<file path="config.mk">
export PLATFORM = sky130hd
export DESIGN_NAME = id_stage
export DESIGN_NICKNAME = d
export VERILOG_FILES = /design/src/hw/id_pkg.sv /design/src/hw/id_ex_pipe.sv /design/src/hw/id_stage.sv /design/src/hw/imm_target_gen.sv /design/src/hw/instr_decoder.sv /design/src/hw/operand_fwd.sv /design/src/hw/reg_file.sv
export SDC_FILE = /design/constraint.sdc
export NUM_CORES = 2
export LEC_CHECK = 0
export ABC_AREA = 1
export BUFFER_PORTS_ARGS = -buffer_cell sky130_fd_sc_hd__buf_2
export CAP_MARGIN = 0
export CORE_UTILIZATION = 47
export CTS_CLUSTER_DIAMETER = 150
export DETAILED_ROUTE_END_ITERATION = 6
export GPL_TIMING_DRIVEN = 1
export HOLD_SLACK_MARGIN = 0.05
export PLACE_DENSITY_LB_ADDON = 0.1
export SLEW_MARGIN = 20
export SYNTH_ARGS = -nofsm -noshare
export SYNTH_HDL_FRONTEND = slang
export SYNTH_SLANG_ARGS = --single-unit
</file>
<file path="constraint.sdc">
create_clock -name clk -period 5 [get_ports clk]
set_clock_uncertainty 0.05 [all_clocks]
set_input_delay 0.25 -clock clk [delete_from_list [all_inputs] [get_ports clk]]
set_output_delay 0.25 -clock clk [all_outputs]
set_load 0.05 [all_outputs]
</file>
<file path="src/hw/id_pkg.sv">
/*
  Shared types for the RV32I decode stage. Only the base integer subset is covered
  Enum encodings with value 0 are the reset values of the ID/EX register
*/
package id_pkg;

  //////////////////////////////
  // Widths and field positions
  //////////////////////////////
  localparam int XLEN        = 32;
  localparam int NUM_REGS    = 32;
  localparam int NUM_RF_READ = 2;

  localparam int RS1_LSB = 15;
  localparam int RS2_LSB = 20;
  localparam int RD_LSB  = 7;

  // Major opcodes of the kept subset
  localparam logic [6:0] OPC_OP     = 7'b0110011;
  localparam logic [6:0] OPC_OP_IMM = 7'b0010011;
  localparam logic [6:0] OPC_LOAD   = 7'b0000011;
  localparam logic [6:0] OPC_STORE  = 7'b0100011;
  localparam logic [6:0] OPC_BRANCH = 7'b1100011;
  localparam logic [6:0] OPC_JAL    = 7'b1101111;
  localparam logic [6:0] OPC_JALR   = 7'b1100111;
  localparam logic [6:0] OPC_LUI    = 7'b0110111;
  localparam logic [6:0] OPC_AUIPC  = 7'b0010111;

  //////////////////////////////
  // Scalar types
  //////////////////////////////
  typedef logic [XLEN-1:0] word_t;
  typedef logic [31:0]     instr_t;
  typedef logic [4:0]      reg_addr_t;
  // 0 byte, 1 half, 2 word
  typedef logic [1:0]      lsu_size_t;

  // Link increment, no compressed support
  localparam word_t PC_INCR = 32'd4;

  //////////////////////////////
  // Decoder select fields
  //////////////////////////////
  // ADD first so that a cleared ID/EX register holds ADD
  typedef enum logic [3:0] {
    ALU_ADD, ALU_SUB, ALU_SLL, ALU_SLT, ALU_SLTU, ALU_XOR, ALU_SRL, ALU_SRA,
    ALU_OR, ALU_AND, ALU_EQ, ALU_NE, ALU_LT, ALU_GE, ALU_LTU, ALU_GEU
  } alu_op_e;

  typedef enum logic [1:0] {OP_A_REG, OP_A_PC, OP_A_ZERO} op_a_sel_e;
  typedef enum logic [1:0] {OP_B_REG, OP_B_IMM, OP_B_PCINCR} op_b_sel_e;
  typedef enum logic [1:0] {IMM_I, IMM_S, IMM_U} imm_sel_e;
  typedef enum logic [1:0] {OP_C_REGB, OP_C_BCH, OP_C_ZERO} op_c_sel_e;
  typedef enum logic [1:0] {XFER_NONE, XFER_JUMP, XFER_BRANCH} xfer_e;
  typedef enum logic {JT_JAL, JT_JALR} jt_sel_e;

  //////////////////////////////
  // Bundles
  //////////////////////////////
  typedef struct packed {
    instr_t instr;
    word_t  pc;
  } if_id_t;

  // Shared by the EX forward port and the WB write port
  typedef struct packed {
    logic      we;
    reg_addr_t addr;
    word_t     data;
  } rf_wr_t;

  typedef struct packed {
    alu_op_e                alu_op;
    op_a_sel_e              op_a_sel;
    op_b_sel_e              op_b_sel;
    imm_sel_e               imm_sel;
    op_c_sel_e              op_c_sel;
    logic [NUM_RF_READ-1:0] rf_re;     // Bit 0 is rs1, bit 1 is rs2
    logic                   rf_we;
    logic                   lsu_en;
    logic                   lsu_we;
    lsu_size_t              lsu_size;
    logic                   lsu_sign_ext;
    xfer_e                  xfer;
    jt_sel_e                jt_sel;
    logic                   illegal;
  } decode_t;

  typedef struct packed {
    alu_op_e   alu_op;
    word_t     op_a;
    word_t     op_b;
    word_t     op_c;
    logic      rf_we;
    reg_addr_t rf_waddr;
    logic      lsu_en;
    logic      lsu_we;
    lsu_size_t lsu_size;
    logic      lsu_sign_ext;
    logic      branch;
    logic      illegal;
    word_t     pc;
    instr_t    instr;
  } id_ex_t;

endpackage

</file>
<file path="src/hw/id_ex_pipe.sv">
/*
  Operand A/B/C muxes and the single-entry ID/EX register with valid/ready
  Whole register clears on reset, so EX sees ALU_ADD and zero operands
*/
module id_ex_pipe (
  input  logic            clk,
  input  logic            rst_n,
  input  logic            if_valid_i,
  input  id_pkg::if_id_t  if_id_i,
  input  id_pkg::decode_t dec_i,
  input  id_pkg::word_t   fwd_a_i,
  input  id_pkg::word_t   fwd_b_i,
  input  id_pkg::word_t   imm_b_i,
  input  id_pkg::word_t   bch_target_i,
  input  logic            ex_ready_i,
  output logic            id_ready_o,
  output logic            ex_valid_o,
  output id_pkg::id_ex_t  id_ex_o
);

  logic           accept;
  id_pkg::id_ex_t id_ex_d;

  ////////////////////////////////
  // Handshake
  ////////////////////////////////
  // Room when the slot is empty or drains this cycle
  assign id_ready_o = ex_ready_i || !ex_valid_o;
  assign accept     = if_valid_i && id_ready_o;

  ////////////////////////////////
  // Next stage contents
  ////////////////////////////////
  always_comb begin
    id_ex_d = '0;

    // Operand A
    case (dec_i.op_a_sel)
      id_pkg::OP_A_PC:   id_ex_d.op_a = if_id_i.pc;
      id_pkg::OP_A_ZERO: id_ex_d.op_a = '0;
      default:           id_ex_d.op_a = fwd_a_i;
    endcase

    // Operand B
    case (dec_i.op_b_sel)
      id_pkg::OP_B_IMM:    id_ex_d.op_b = imm_b_i;
      id_pkg::OP_B_PCINCR: id_ex_d.op_b = id_pkg::PC_INCR;
      default:             id_ex_d.op_b = fwd_b_i;
    endcase

    // Operand C, store data or branch target
    case (dec_i.op_c_sel)
      id_pkg::OP_C_REGB: id_ex_d.op_c = fwd_b_i;
      id_pkg::OP_C_BCH:  id_ex_d.op_c = bch_target_i;
      default:           id_ex_d.op_c = '0;
    endcase

    id_ex_d.alu_op       = dec_i.alu_op;
    id_ex_d.rf_we        = dec_i.rf_we;
    id_ex_d.rf_waddr     = if_id_i.instr[id_pkg::RD_LSB +: $bits(id_pkg::reg_addr_t)];
    id_ex_d.lsu_en       = dec_i.lsu_en;
    id_ex_d.lsu_we       = dec_i.lsu_we;
    id_ex_d.lsu_size     = dec_i.lsu_size;
    id_ex_d.lsu_sign_ext = dec_i.lsu_sign_ext;
    id_ex_d.branch       = (dec_i.xfer == id_pkg::XFER_BRANCH);
    id_ex_d.illegal      = dec_i.illegal;
    id_ex_d.pc           = if_id_i.pc;
    id_ex_d.instr        = if_id_i.instr;
  end

  ////////////////////////////////
  // ID/EX register
  ////////////////////////////////
  always_ff @(posedge clk or negedge rst_n) begin
    if (!rst_n) begin
      ex_valid_o <= 1'b0;
      id_ex_o    <= '0;
    end else if (accept) begin
      ex_valid_o <= 1'b1;
      id_ex_o    <= id_ex_d;
    end else if (ex_ready_i) begin
      // Drained with nothing new, payload left as is
      ex_valid_o <= 1'b0;
    end
  end

endmodule

</file>
<file path="src/hw/id_stage.sv">
/*
  RV32I decode stage top. One instruction in flight, 1 cycle to EX
  jmp_target_o is combinational from the instruction in decode
*/
module id_stage (
  input  logic           clk,
  input  logic           rst_n,
  input  logic           if_valid_i,
  input  id_pkg::if_id_t if_id_i,
  output logic           id_ready_o,
  input  id_pkg::rf_wr_t ex_fwd_i,
  input  id_pkg::rf_wr_t wb_wr_i,
  input  logic           ex_ready_i,
  output logic           ex_valid_o,
  output id_pkg::id_ex_t id_ex_o,
  output id_pkg::word_t  jmp_target_o
);

  id_pkg::decode_t   dec;
  id_pkg::reg_addr_t rs_addr  [id_pkg::NUM_RF_READ];
  id_pkg::word_t     rf_data  [id_pkg::NUM_RF_READ];
  id_pkg::word_t     fwd_data [id_pkg::NUM_RF_READ];
  id_pkg::word_t     imm_b;
  id_pkg::word_t     bch_target;

  instr_decoder u_decoder (
    .instr_i (if_id_i.instr),
    .dec_o   (dec)
  );

  ////////////////////////////////
  // Register read and forwarding
  ////////////////////////////////
  reg_file u_reg_file (
    .clk       (clk),
    .rst_n     (rst_n),
    .wb_wr_i   (wb_wr_i),
    .rs_addr_i (rs_addr),
    .rs_data_o (rf_data)
  );

  for (genvar g = 0; g < id_pkg::NUM_RF_READ; g++) begin : g_fwd
    localparam int RS_LSB = (g == 0) ? id_pkg::RS1_LSB : id_pkg::RS2_LSB;

    // Unused ports read x0, so they also never match a forward
    assign rs_addr[g] = dec.rf_re[g] ? if_id_i.instr[RS_LSB +: $bits(id_pkg::reg_addr_t)]
                                     : '0;

    operand_fwd u_operand_fwd (
      .rs_addr_i (rs_addr[g]),
      .rf_data_i (rf_data[g]),
      .ex_fwd_i  (ex_fwd_i),
      .wb_wr_i   (wb_wr_i),
      .operand_o (fwd_data[g])
    );
  end

  // Port 0 doubles as the JALR base
  imm_target_gen u_imm_target_gen (
    .instr_i      (if_id_i.instr),
    .pc_i         (if_id_i.pc),
    .imm_sel_i    (dec.imm_sel),
    .jt_sel_i     (dec.jt_sel),
    .jalr_base_i  (fwd_data[0]),
    .imm_b_o      (imm_b),
    .bch_target_o (bch_target),
    .jmp_target_o (jmp_target_o)
  );

  id_ex_pipe u_id_ex_pipe (
    .clk          (clk),
    .rst_n        (rst_n),
    .if_valid_i   (if_valid_i),
    .if_id_i      (if_id_i),
    .dec_i        (dec),
    .fwd_a_i      (fwd_data[0]),
    .fwd_b_i      (fwd_data[1]),
    .imm_b_i      (imm_b),
    .bch_target_i (bch_target),
    .ex_ready_i   (ex_ready_i),
    .id_ready_o   (id_ready_o),
    .ex_valid_o   (ex_valid_o),
    .id_ex_o      (id_ex_o)
  );

endmodule

</file>
<file path="src/hw/imm_target_gen.sv">
/*
  Immediate extraction and PC target adders, all combinational
  The JALR base must already be forwarded by the caller
*/
module imm_target_gen (
  input  id_pkg::instr_t   instr_i,
  input  id_pkg::word_t    pc_i,
  input  id_pkg::imm_sel_e imm_sel_i,
  input  id_pkg::jt_sel_e  jt_sel_i,
  input  id_pkg::word_t    jalr_base_i,
  output id_pkg::word_t    imm_b_o,
  output id_pkg::word_t    bch_target_o,
  output id_pkg::word_t    jmp_target_o
);

  id_pkg::word_t imm_i;
  id_pkg::word_t imm_s;
  id_pkg::word_t imm_sb;
  id_pkg::word_t imm_u;
  id_pkg::word_t imm_uj;
  id_pkg::word_t jalr_sum;

  // Sign bit is always instr[31]
  assign imm_i  = {{20{instr_i[31]}}, instr_i[31:20]};
  assign imm_s  = {{20{instr_i[31]}}, instr_i[31:25], instr_i[11:7]};
  assign imm_sb = {{19{instr_i[31]}}, instr_i[31], instr_i[7], instr_i[30:25],
                   instr_i[11:8], 1'b0};
  assign imm_u  = {instr_i[31:12], 12'b0};
  assign imm_uj = {{11{instr_i[31]}}, instr_i[31], instr_i[19:12], instr_i[20],
                   instr_i[30:21], 1'b0};

  // Operand B immediate
  always_comb begin
    case (imm_sel_i)
      id_pkg::IMM_S: imm_b_o = imm_s;
      id_pkg::IMM_U: imm_b_o = imm_u;
      default:       imm_b_o = imm_i;
    endcase
  end

  ////////////////////////////////
  // Targets
  ////////////////////////////////
  assign bch_target_o = pc_i + imm_sb;
  assign jalr_sum     = jalr_base_i + imm_i;

  // JALR clears bit 0 of the sum
  assign jmp_target_o = (jt_sel_i == id_pkg::JT_JALR) ? {jalr_sum[31:1], 1'b0}
                                                      : pc_i + imm_uj;

endmodule

</file>
<file path="src/hw/instr_decoder.sv">
/*
  Combinational RV32I base decoder. No M, A, C, CSR or system instructions
  Anything outside the subset is flagged illegal with every enable low
*/
module instr_decoder (
  input  id_pkg::instr_t  instr_i,
  output id_pkg::decode_t dec_o
);

  logic [6:0] opcode;
  logic [2:0] funct3;
  logic [6:0] funct7;
  logic       illegal;

  assign opcode = instr_i[6:0];
  assign funct3 = instr_i[14:12];
  assign funct7 = instr_i[31:25];

  // Shared funct3 map of OP and OP-IMM, alt picks SUB or SRA
  function automatic id_pkg::alu_op_e alu_op_f3(input logic [2:0] f3, input logic alt);
    case (f3)
      3'b000:  return alt ? id_pkg::ALU_SUB : id_pkg::ALU_ADD;
      3'b001:  return id_pkg::ALU_SLL;
      3'b010:  return id_pkg::ALU_SLT;
      3'b011:  return id_pkg::ALU_SLTU;
      3'b100:  return id_pkg::ALU_XOR;
      3'b101:  return alt ? id_pkg::ALU_SRA : id_pkg::ALU_SRL;
      3'b110:  return id_pkg::ALU_OR;
      default: return id_pkg::ALU_AND;
    endcase
  endfunction

  always_comb begin
    illegal         = 1'b0;
    dec_o           = '0;
    dec_o.op_c_sel  = id_pkg::OP_C_ZERO;

    case (opcode)
      id_pkg::OPC_OP: begin
        dec_o.rf_re  = 2'b11;
        dec_o.rf_we  = 1'b1;
        dec_o.alu_op = alu_op_f3(funct3, funct7[5]);
        // Alternate encoding only exists for SUB and SRA
        if (funct7 == 7'h20) begin
          illegal = (funct3 != 3'b000) && (funct3 != 3'b101);
        end else begin
          illegal = (funct7 != 7'h00);
        end
      end

      id_pkg::OPC_OP_IMM: begin
        dec_o.rf_re    = 2'b01;
        dec_o.rf_we    = 1'b1;
        dec_o.op_b_sel = id_pkg::OP_B_IMM;
        dec_o.imm_sel  = id_pkg::IMM_I;
        // Upper immediate bits only carry meaning for the shifts
        dec_o.alu_op   = alu_op_f3(funct3, (funct3 == 3'b101) && funct7[5]);
        if (funct3 == 3'b001) begin
          illegal = (funct7 != 7'h00);
        end else if (funct3 == 3'b101) begin
          illegal = (funct7 != 7'h00) && (funct7 != 7'h20);
        end
      end

      id_pkg::OPC_LOAD: begin
        dec_o.rf_re        = 2'b01;
        dec_o.rf_we        = 1'b1;
        dec_o.op_b_sel     = id_pkg::OP_B_IMM;
        dec_o.imm_sel      = id_pkg::IMM_I;
        dec_o.lsu_en       = 1'b1;
        dec_o.lsu_size     = funct3[1:0];
        dec_o.lsu_sign_ext = !funct3[2];
        // LB LH LW LBU LHU only
        illegal = (funct3[1:0] == 2'b11) || (funct3[2] && funct3[1]);
      end

      id_pkg::OPC_STORE: begin
        dec_o.rf_re    = 2'b11;
        dec_o.op_b_sel = id_pkg::OP_B_IMM;
        dec_o.imm_sel  = id_pkg::IMM_S;
        dec_o.op_c_sel = id_pkg::OP_C_REGB;  // Store data travels on operand C
        dec_o.lsu_en   = 1'b1;
        dec_o.lsu_we   = 1'b1;
        dec_o.lsu_size = funct3[1:0];
        illegal = funct3[2] || (funct3[1:0] == 2'b11);
      end

      id_pkg::OPC_BRANCH: begin
        dec_o.rf_re    = 2'b11;
        dec_o.op_c_sel = id_pkg::OP_C_BCH;
        dec_o.xfer     = id_pkg::XFER_BRANCH;
        case (funct3)
          3'b000:  dec_o.alu_op = id_pkg::ALU_EQ;
          3'b001:  dec_o.alu_op = id_pkg::ALU_NE;
          3'b100:  dec_o.alu_op = id_pkg::ALU_LT;
          3'b101:  dec_o.alu_op = id_pkg::ALU_GE;
          3'b110:  dec_o.alu_op = id_pkg::ALU_LTU;
          3'b111:  dec_o.alu_op = id_pkg::ALU_GEU;
          default: illegal = 1'b1;
        endcase
      end

      id_pkg::OPC_JAL, id_pkg::OPC_JALR: begin
        // Link value is PC plus 4 computed by the ALU
        dec_o.rf_we    = 1'b1;
        dec_o.op_a_sel = id_pkg::OP_A_PC;
        dec_o.op_b_sel = id_pkg::OP_B_PCINCR;
        dec_o.xfer     = id_pkg::XFER_JUMP;
        if (opcode == id_pkg::OPC_JALR) begin
          dec_o.rf_re  = 2'b01;
          dec_o.jt_sel = id_pkg::JT_JALR;
          illegal      = (funct3 != 3'b000);
        end
      end

      id_pkg::OPC_LUI, id_pkg::OPC_AUIPC: begin
        dec_o.rf_we    = 1'b1;
        dec_o.op_a_sel = (opcode == id_pkg::OPC_LUI) ? id_pkg::OP_A_ZERO : id_pkg::OP_A_PC;
        dec_o.op_b_sel = id_pkg::OP_B_IMM;
        dec_o.imm_sel  = id_pkg::IMM_U;
      end

      default: illegal = 1'b1;
    endcase

    // Squash everything but the flag
    if (illegal) begin
      dec_o         = '0;
      dec_o.illegal = 1'b1;
    end
  end

endmodule

</file>
<file path="src/hw/operand_fwd.sv">
/*
  Forward mux for one source register. EX beats WB, WB beats the file
  A source of x0 never takes a forward
*/
module operand_fwd (
  input  id_pkg::reg_addr_t rs_addr_i,
  input  id_pkg::word_t     rf_data_i,
  input  id_pkg::rf_wr_t    ex_fwd_i,
  input  id_pkg::rf_wr_t    wb_wr_i,
  output id_pkg::word_t     operand_o
);

  logic rs_nz;
  logic hit_ex;
  logic hit_wb;

  assign rs_nz  = (rs_addr_i != '0);
  assign hit_ex = rs_nz && ex_fwd_i.we && (ex_fwd_i.addr == rs_addr_i);
  assign hit_wb = rs_nz && wb_wr_i.we && (wb_wr_i.addr == rs_addr_i);

  // Newest result first
  assign operand_o = hit_ex ? ex_fwd_i.data :
                     hit_wb ? wb_wr_i.data  : rf_data_i;

endmodule

</file>
<file path="src/hw/reg_file.sv">
/*
  32 x 32 register file, combinational reads, write on the rising edge
  x0 has no storage and always reads zero
*/
module reg_file (
  input  logic              clk,
  input  logic              rst_n,
  input  id_pkg::rf_wr_t    wb_wr_i,
  input  id_pkg::reg_addr_t rs_addr_i [id_pkg::NUM_RF_READ],
  output id_pkg::word_t     rs_data_o [id_pkg::NUM_RF_READ]
);

  // Storage for x1 to x31
  id_pkg::word_t regs [1:id_pkg::NUM_REGS-1];

  // Write port from WB
  always_ff @(posedge clk or negedge rst_n) begin
    if (!rst_n) begin
      for (int i = 1; i < id_pkg::NUM_REGS; i++) begin
        regs[i] <= '0;
      end
    end else if (wb_wr_i.we && (wb_wr_i.addr != '0)) begin
      regs[wb_wr_i.addr] <= wb_wr_i.data;
    end
  end

  // Read ports, no internal bypass
  always_comb begin
    for (int p = 0; p < id_pkg::NUM_RF_READ; p++) begin
      rs_data_o[p] = (rs_addr_i[p] == '0) ? '0 : regs[rs_addr_i[p]];
    end
  end

endmodule

</file>
==> results summary <==
The clock net sink count is 1165. Yosys mapped the design onto 67 distinct sky130hd cell types. Counting flops with an async set or reset pin after synthesis yields a share of 100%. Summed over all nets, wire length on met2 after detailed routing comes to 137000 um. Once the floorplan was initialized, standard cells occupied between 40% and 50% of the core. The first detailed-routing pass ran for 7 iterations. The post-synth design cell area came out at 67700 um^2. The wire length on met3 is roughly 40000 um.

The worst reg2reg path endpoint is u_id_ex_pipe.id_ex_o[84]. The vias per cell came out at 6.26. In this run the register-to-register setup slack is 2.23 ns. The worst setup slack before clock tree synthesis is -1.28 ns. The combined buffer and inverter count along the critical path came out at 7. The clock slew seen by the registers of the worst setup and hold paths is 0.06 ns. The portion of the post-synthesis area used by sequential elements came out at 43.1%.

The synthesis-stage register bit count came out at 1165. Among all flip-flop cells after synthesis, the most frequent one is dfrtp_1. The final number of max-transition violations came out at 0. The arrival time at the worst endpoint came out at 5.35 ns. The wire-length estimate of the detail-placed layout is 210000 um.

The worst supply voltage drop on vdd came out at 348 uV. The CTS root buffer is clkbuf_16. The required arrival time at the worst endpoint came out at 4.70 ns. The iteration-0 DRC count of the detailed router came out at 10728.

The number of port buffers came out at 354. The detailed router used layers up to and including met5. Setup repair after global routing could not meet its margin everywhere. Derived from the worst setup path, the maximum achievable clock frequency is roughly 180 MHz. The total overflow left after global routing is 0. The cell family contributing the most delay on the critical path is compound AO/OA/AOI/OAI gates. In this run the critical register-to-register path is launched from u_reg_file.regs[295]. The worst setup path is launched from a primary input.

The number of setup violations in the final report is 24. The flow ran to the end, but the final reports show violations. The maximum number of pins on one net before global-route repair is 137.

For this design the top-level I/O count stands at ~360. The width of the chip came out at 382 um. The most area-hungry cell type in the Yosys netlist is dfrtp_1. Dividing the detail-routed wire length by the instance count gives 27.5 um. The checks that failed: DRC, setup timing. The via total after detailed routing came out at about 73000. The area used by multi-input combinational logic came out at 34400 um^2.

The min-delay analysis places its worst path in the category in2async. The completed layout was analyzed and its total power is 0.0284 W. The met1 wire length came out at 124000 um. The slowest stage of the critical path belongs to the cell fa_2. Counting flops with a built-in enable in the synthesized netlist gives 0. The clock passes through at most 3 buffers. In this run the standard cell core region covers 142000 um^2.

After synthesis, the cell types taking the most area are dfrtp_1 43%, nand2_1 16%, o21ai_0 10%. The reported leakage power came out at 37.0 nW. TritonCTS built the clock tree.

The average cell area after synthesis came out at 7.35 um^2. After layout, the worst setup slack is -0.647 ns. The global-route wire length before repair came out at about 470000 um. The number of placed cells counting well taps is 11279.

The number of fillers in the final layout came out at 13468. The height of the chip is 382 um. The full die area is 146000 um^2. The hold violation total from the final report is 0.

The final instance count without filler cells came out at between 10000 and 15000. The synthesized netlist cell count came out at 9214. The minimum period implied by the final worst setup slack is between 5 and 6 ns.

Adding up every negative setup slack in the final design gives -9.71 ns. The remaining max-slew budget at the tightest pin came out at 17.7%. The number of global-route vias before repair is ~67000. The number of antenna violations at the first check in global routing is 24. STA classifies the critical path endpoint as an output pin. After floorplanning, the core was divided into 138 placement rows. The sequential cell area is between 20000 and 30000 um^2. The pin slew with the least headroom to its limit came out at 1.24 ns. For this run, the total global-route usage over all layers was measured as 43.3%. The maximum fanout along the worst path came out at 8. After synthesis, the largest area contributor takes up 43.1% of total cell area. The post-synthesis net count is 9444.

The total wire length after detailed routing is 322000 um. The worst stage delay on the critical path is 0.37 ns. The CTS buffer count is approximately 140. The power per cell area is 347 nW/um^2. After the last flow step, the layout net total stands at 9936. Dividing the final minimum period by the clock period gives 113%. The fraction of final layout cells with drive strength greater than 1 came out at 15.2%. Across the run, the number of max-cap violations was 0.

The critical path is of the in2out type. The weighted congestion reported at the end of routability-driven placement is 0.984. The count of synthesis-stage warnings from yosys is 0.

For this run, design rule violations remaining after detail routing come to 7. The insertion delay to the later sink of the worst-skew pair is 0.78 ns. Cells fill 57.5% of the core in the end. The antenna violation net count after detailed routing came out at 0. The area growth from synthesis to final layout came out at 20.9%. The number of H-tree levels came out at 4. The depth of the most critical reg-to-reg path came out at 9.
==> worst reg2reg max path, cell delays in order, from the launching register on <==
cell and delay, ns:
dfrtp_1 0.37, nand2_1 0.06, a32o_1 0.30, nand2_1 0.06, nand2_1 0.06, o21ai_0 0.37, nand3_1 0.53, a31oi_1 0.62
nand2_1 0.10, a21oi_1 0.16
==> routing by layer <==
metal / vias to the layer above / GRT usage (%)
met4: 20 / 24.6
li1: 32281 / -
met3: 1056 / 12.7
met1: 35111 / 56.7
met5: - / 0.529
met2: 4837 / 63.7
==> cells in the final DEF, fill, tap and decap left out, types with 39 or more instances in the layout <==
cell,n
nor3_1,40
o221ai_1,55
o21ai_0,1320
inv_1,455
a32o_1,101
buf_4,542
dfrtp_1,1165
o21ai_1,39
nand2_1,2862
a31oi_1,107
a21oi_1,593
nand2_2,53
nand3_1,437
a221oi_1,60
buf_6,46
dlygate4sd3_1,136
buf_2,317
buf_12,77
ha_1,80
o211ai_1,290
nor2_1,314
clkbuf_16,142
==> cell families (layout without fill, tap and decap cells) <==
kind of cell	after synthesis	count (layout)	share of synthesized area, %
AND/OR/NAND/NOR	3825	3825	22.6
buffers and inverters	1271	1864	7.63
multiplexers	7	7	0.109
other	0	15	0
adder cells (fa/ha/maj)	86	86	1.62
XOR/XNOR	41	41	0.530
AO/OA/AOI/OAI	2819	2819	24.4
flip-flops	1165	1165	43.1
==> synth_stat cells (29+ instances only) <==
| library cell | instances |
|---|---|
| o221ai_1 | 58 |
| buf_4 | 29 |
| a221oi_1 | 62 |
| o211ai_1 | 290 |
| dfrtp_1 | 1165 |
| buf_2 | 180 |
| a21oi_1 | 621 |
| buf_1 | 40 |
| nor2_1 | 328 |
| a32o_1 | 101 |
| nand3_1 | 450 |
| nand2_1 | 2915 |
| o21ai_0 | 1361 |
| inv_1 | 469 |
| nor3_1 | 44 |
| clkbuf_1 | 529 |
| ha_1 | 83 |
| a31oi_1 | 118 |
| a211oi_1 | 40 |
==> metrics by stage <==
step                hold slack (ns)  cell area (um^2)
floorplan                   -0.0956             67900
global placement              0.261             74400
detailed placement            0.261             74400
CTS                          0.0503             81400
global route                 0.0979             81800
finish                       0.0217             81800
==> flip-flops by register name, summed over array words and instances (netlist names) <==
name	flops
u_reg_file.regs	992
u_id_ex_pipe.id_ex_o	172
u_id_ex_pipe.ex_valid_o	1
==> layout make-up <==
| class | count | share of cell area [%] |
|---|---|---|
| clock inverters | 38 | 0.559 |
| flip-flops and latches | 1165 | 35.6 |
| well taps | 1890 | 2.89 |
| inverters | 485 | 2.29 |
| diodes | 15 | 0.0459 |
| repair inverters | 1 | 0.0107 |
| clock buffers | 201 | 4.95 |
| multi-input cells | 6778 | 42.0 |
| repair buffers | 1139 | 11.6 |
==> report_power, final <==
part	internal (W)	switching, W	total (W)	leakage (nW)
sequential	0.0111	0.00131	0.0124	14.9
clock	0.00598	0.00422	0.0102	2.21
combinational	0.00205	0.00372	0.00577	19.9
total	0.0192	0.00926	0.0284	37.0
==> worst max-delay path by stage <==
stage,startpoint,to,cells after the start
floorplan,if_id_i[37],jmp_target_o[28],42
global placement,if_id_i[63],jmp_target_o[28],39
detailed placement,if_id_i[63],jmp_target_o[28],39
CTS,if_id_i[34],jmp_target_o[30],42
global route,if_id_i[33],jmp_target_o[28],41
finish,if_id_i[59],jmp_target_o[28],40
==> what timing repair did <==
item | 4_1_cts | 5_1_grt
gates cloned | 5 | 1
hold buffers | 136 | 0
setup buffers | 32 | 7
pin swaps | 38 | 34
gates resized for setup | 201 | 86
hold endpoints to repair | 490 | 0
endpoints found under the setup margin | 29 | 28
No activity file was read; power rests on OpenSTA's default activity.
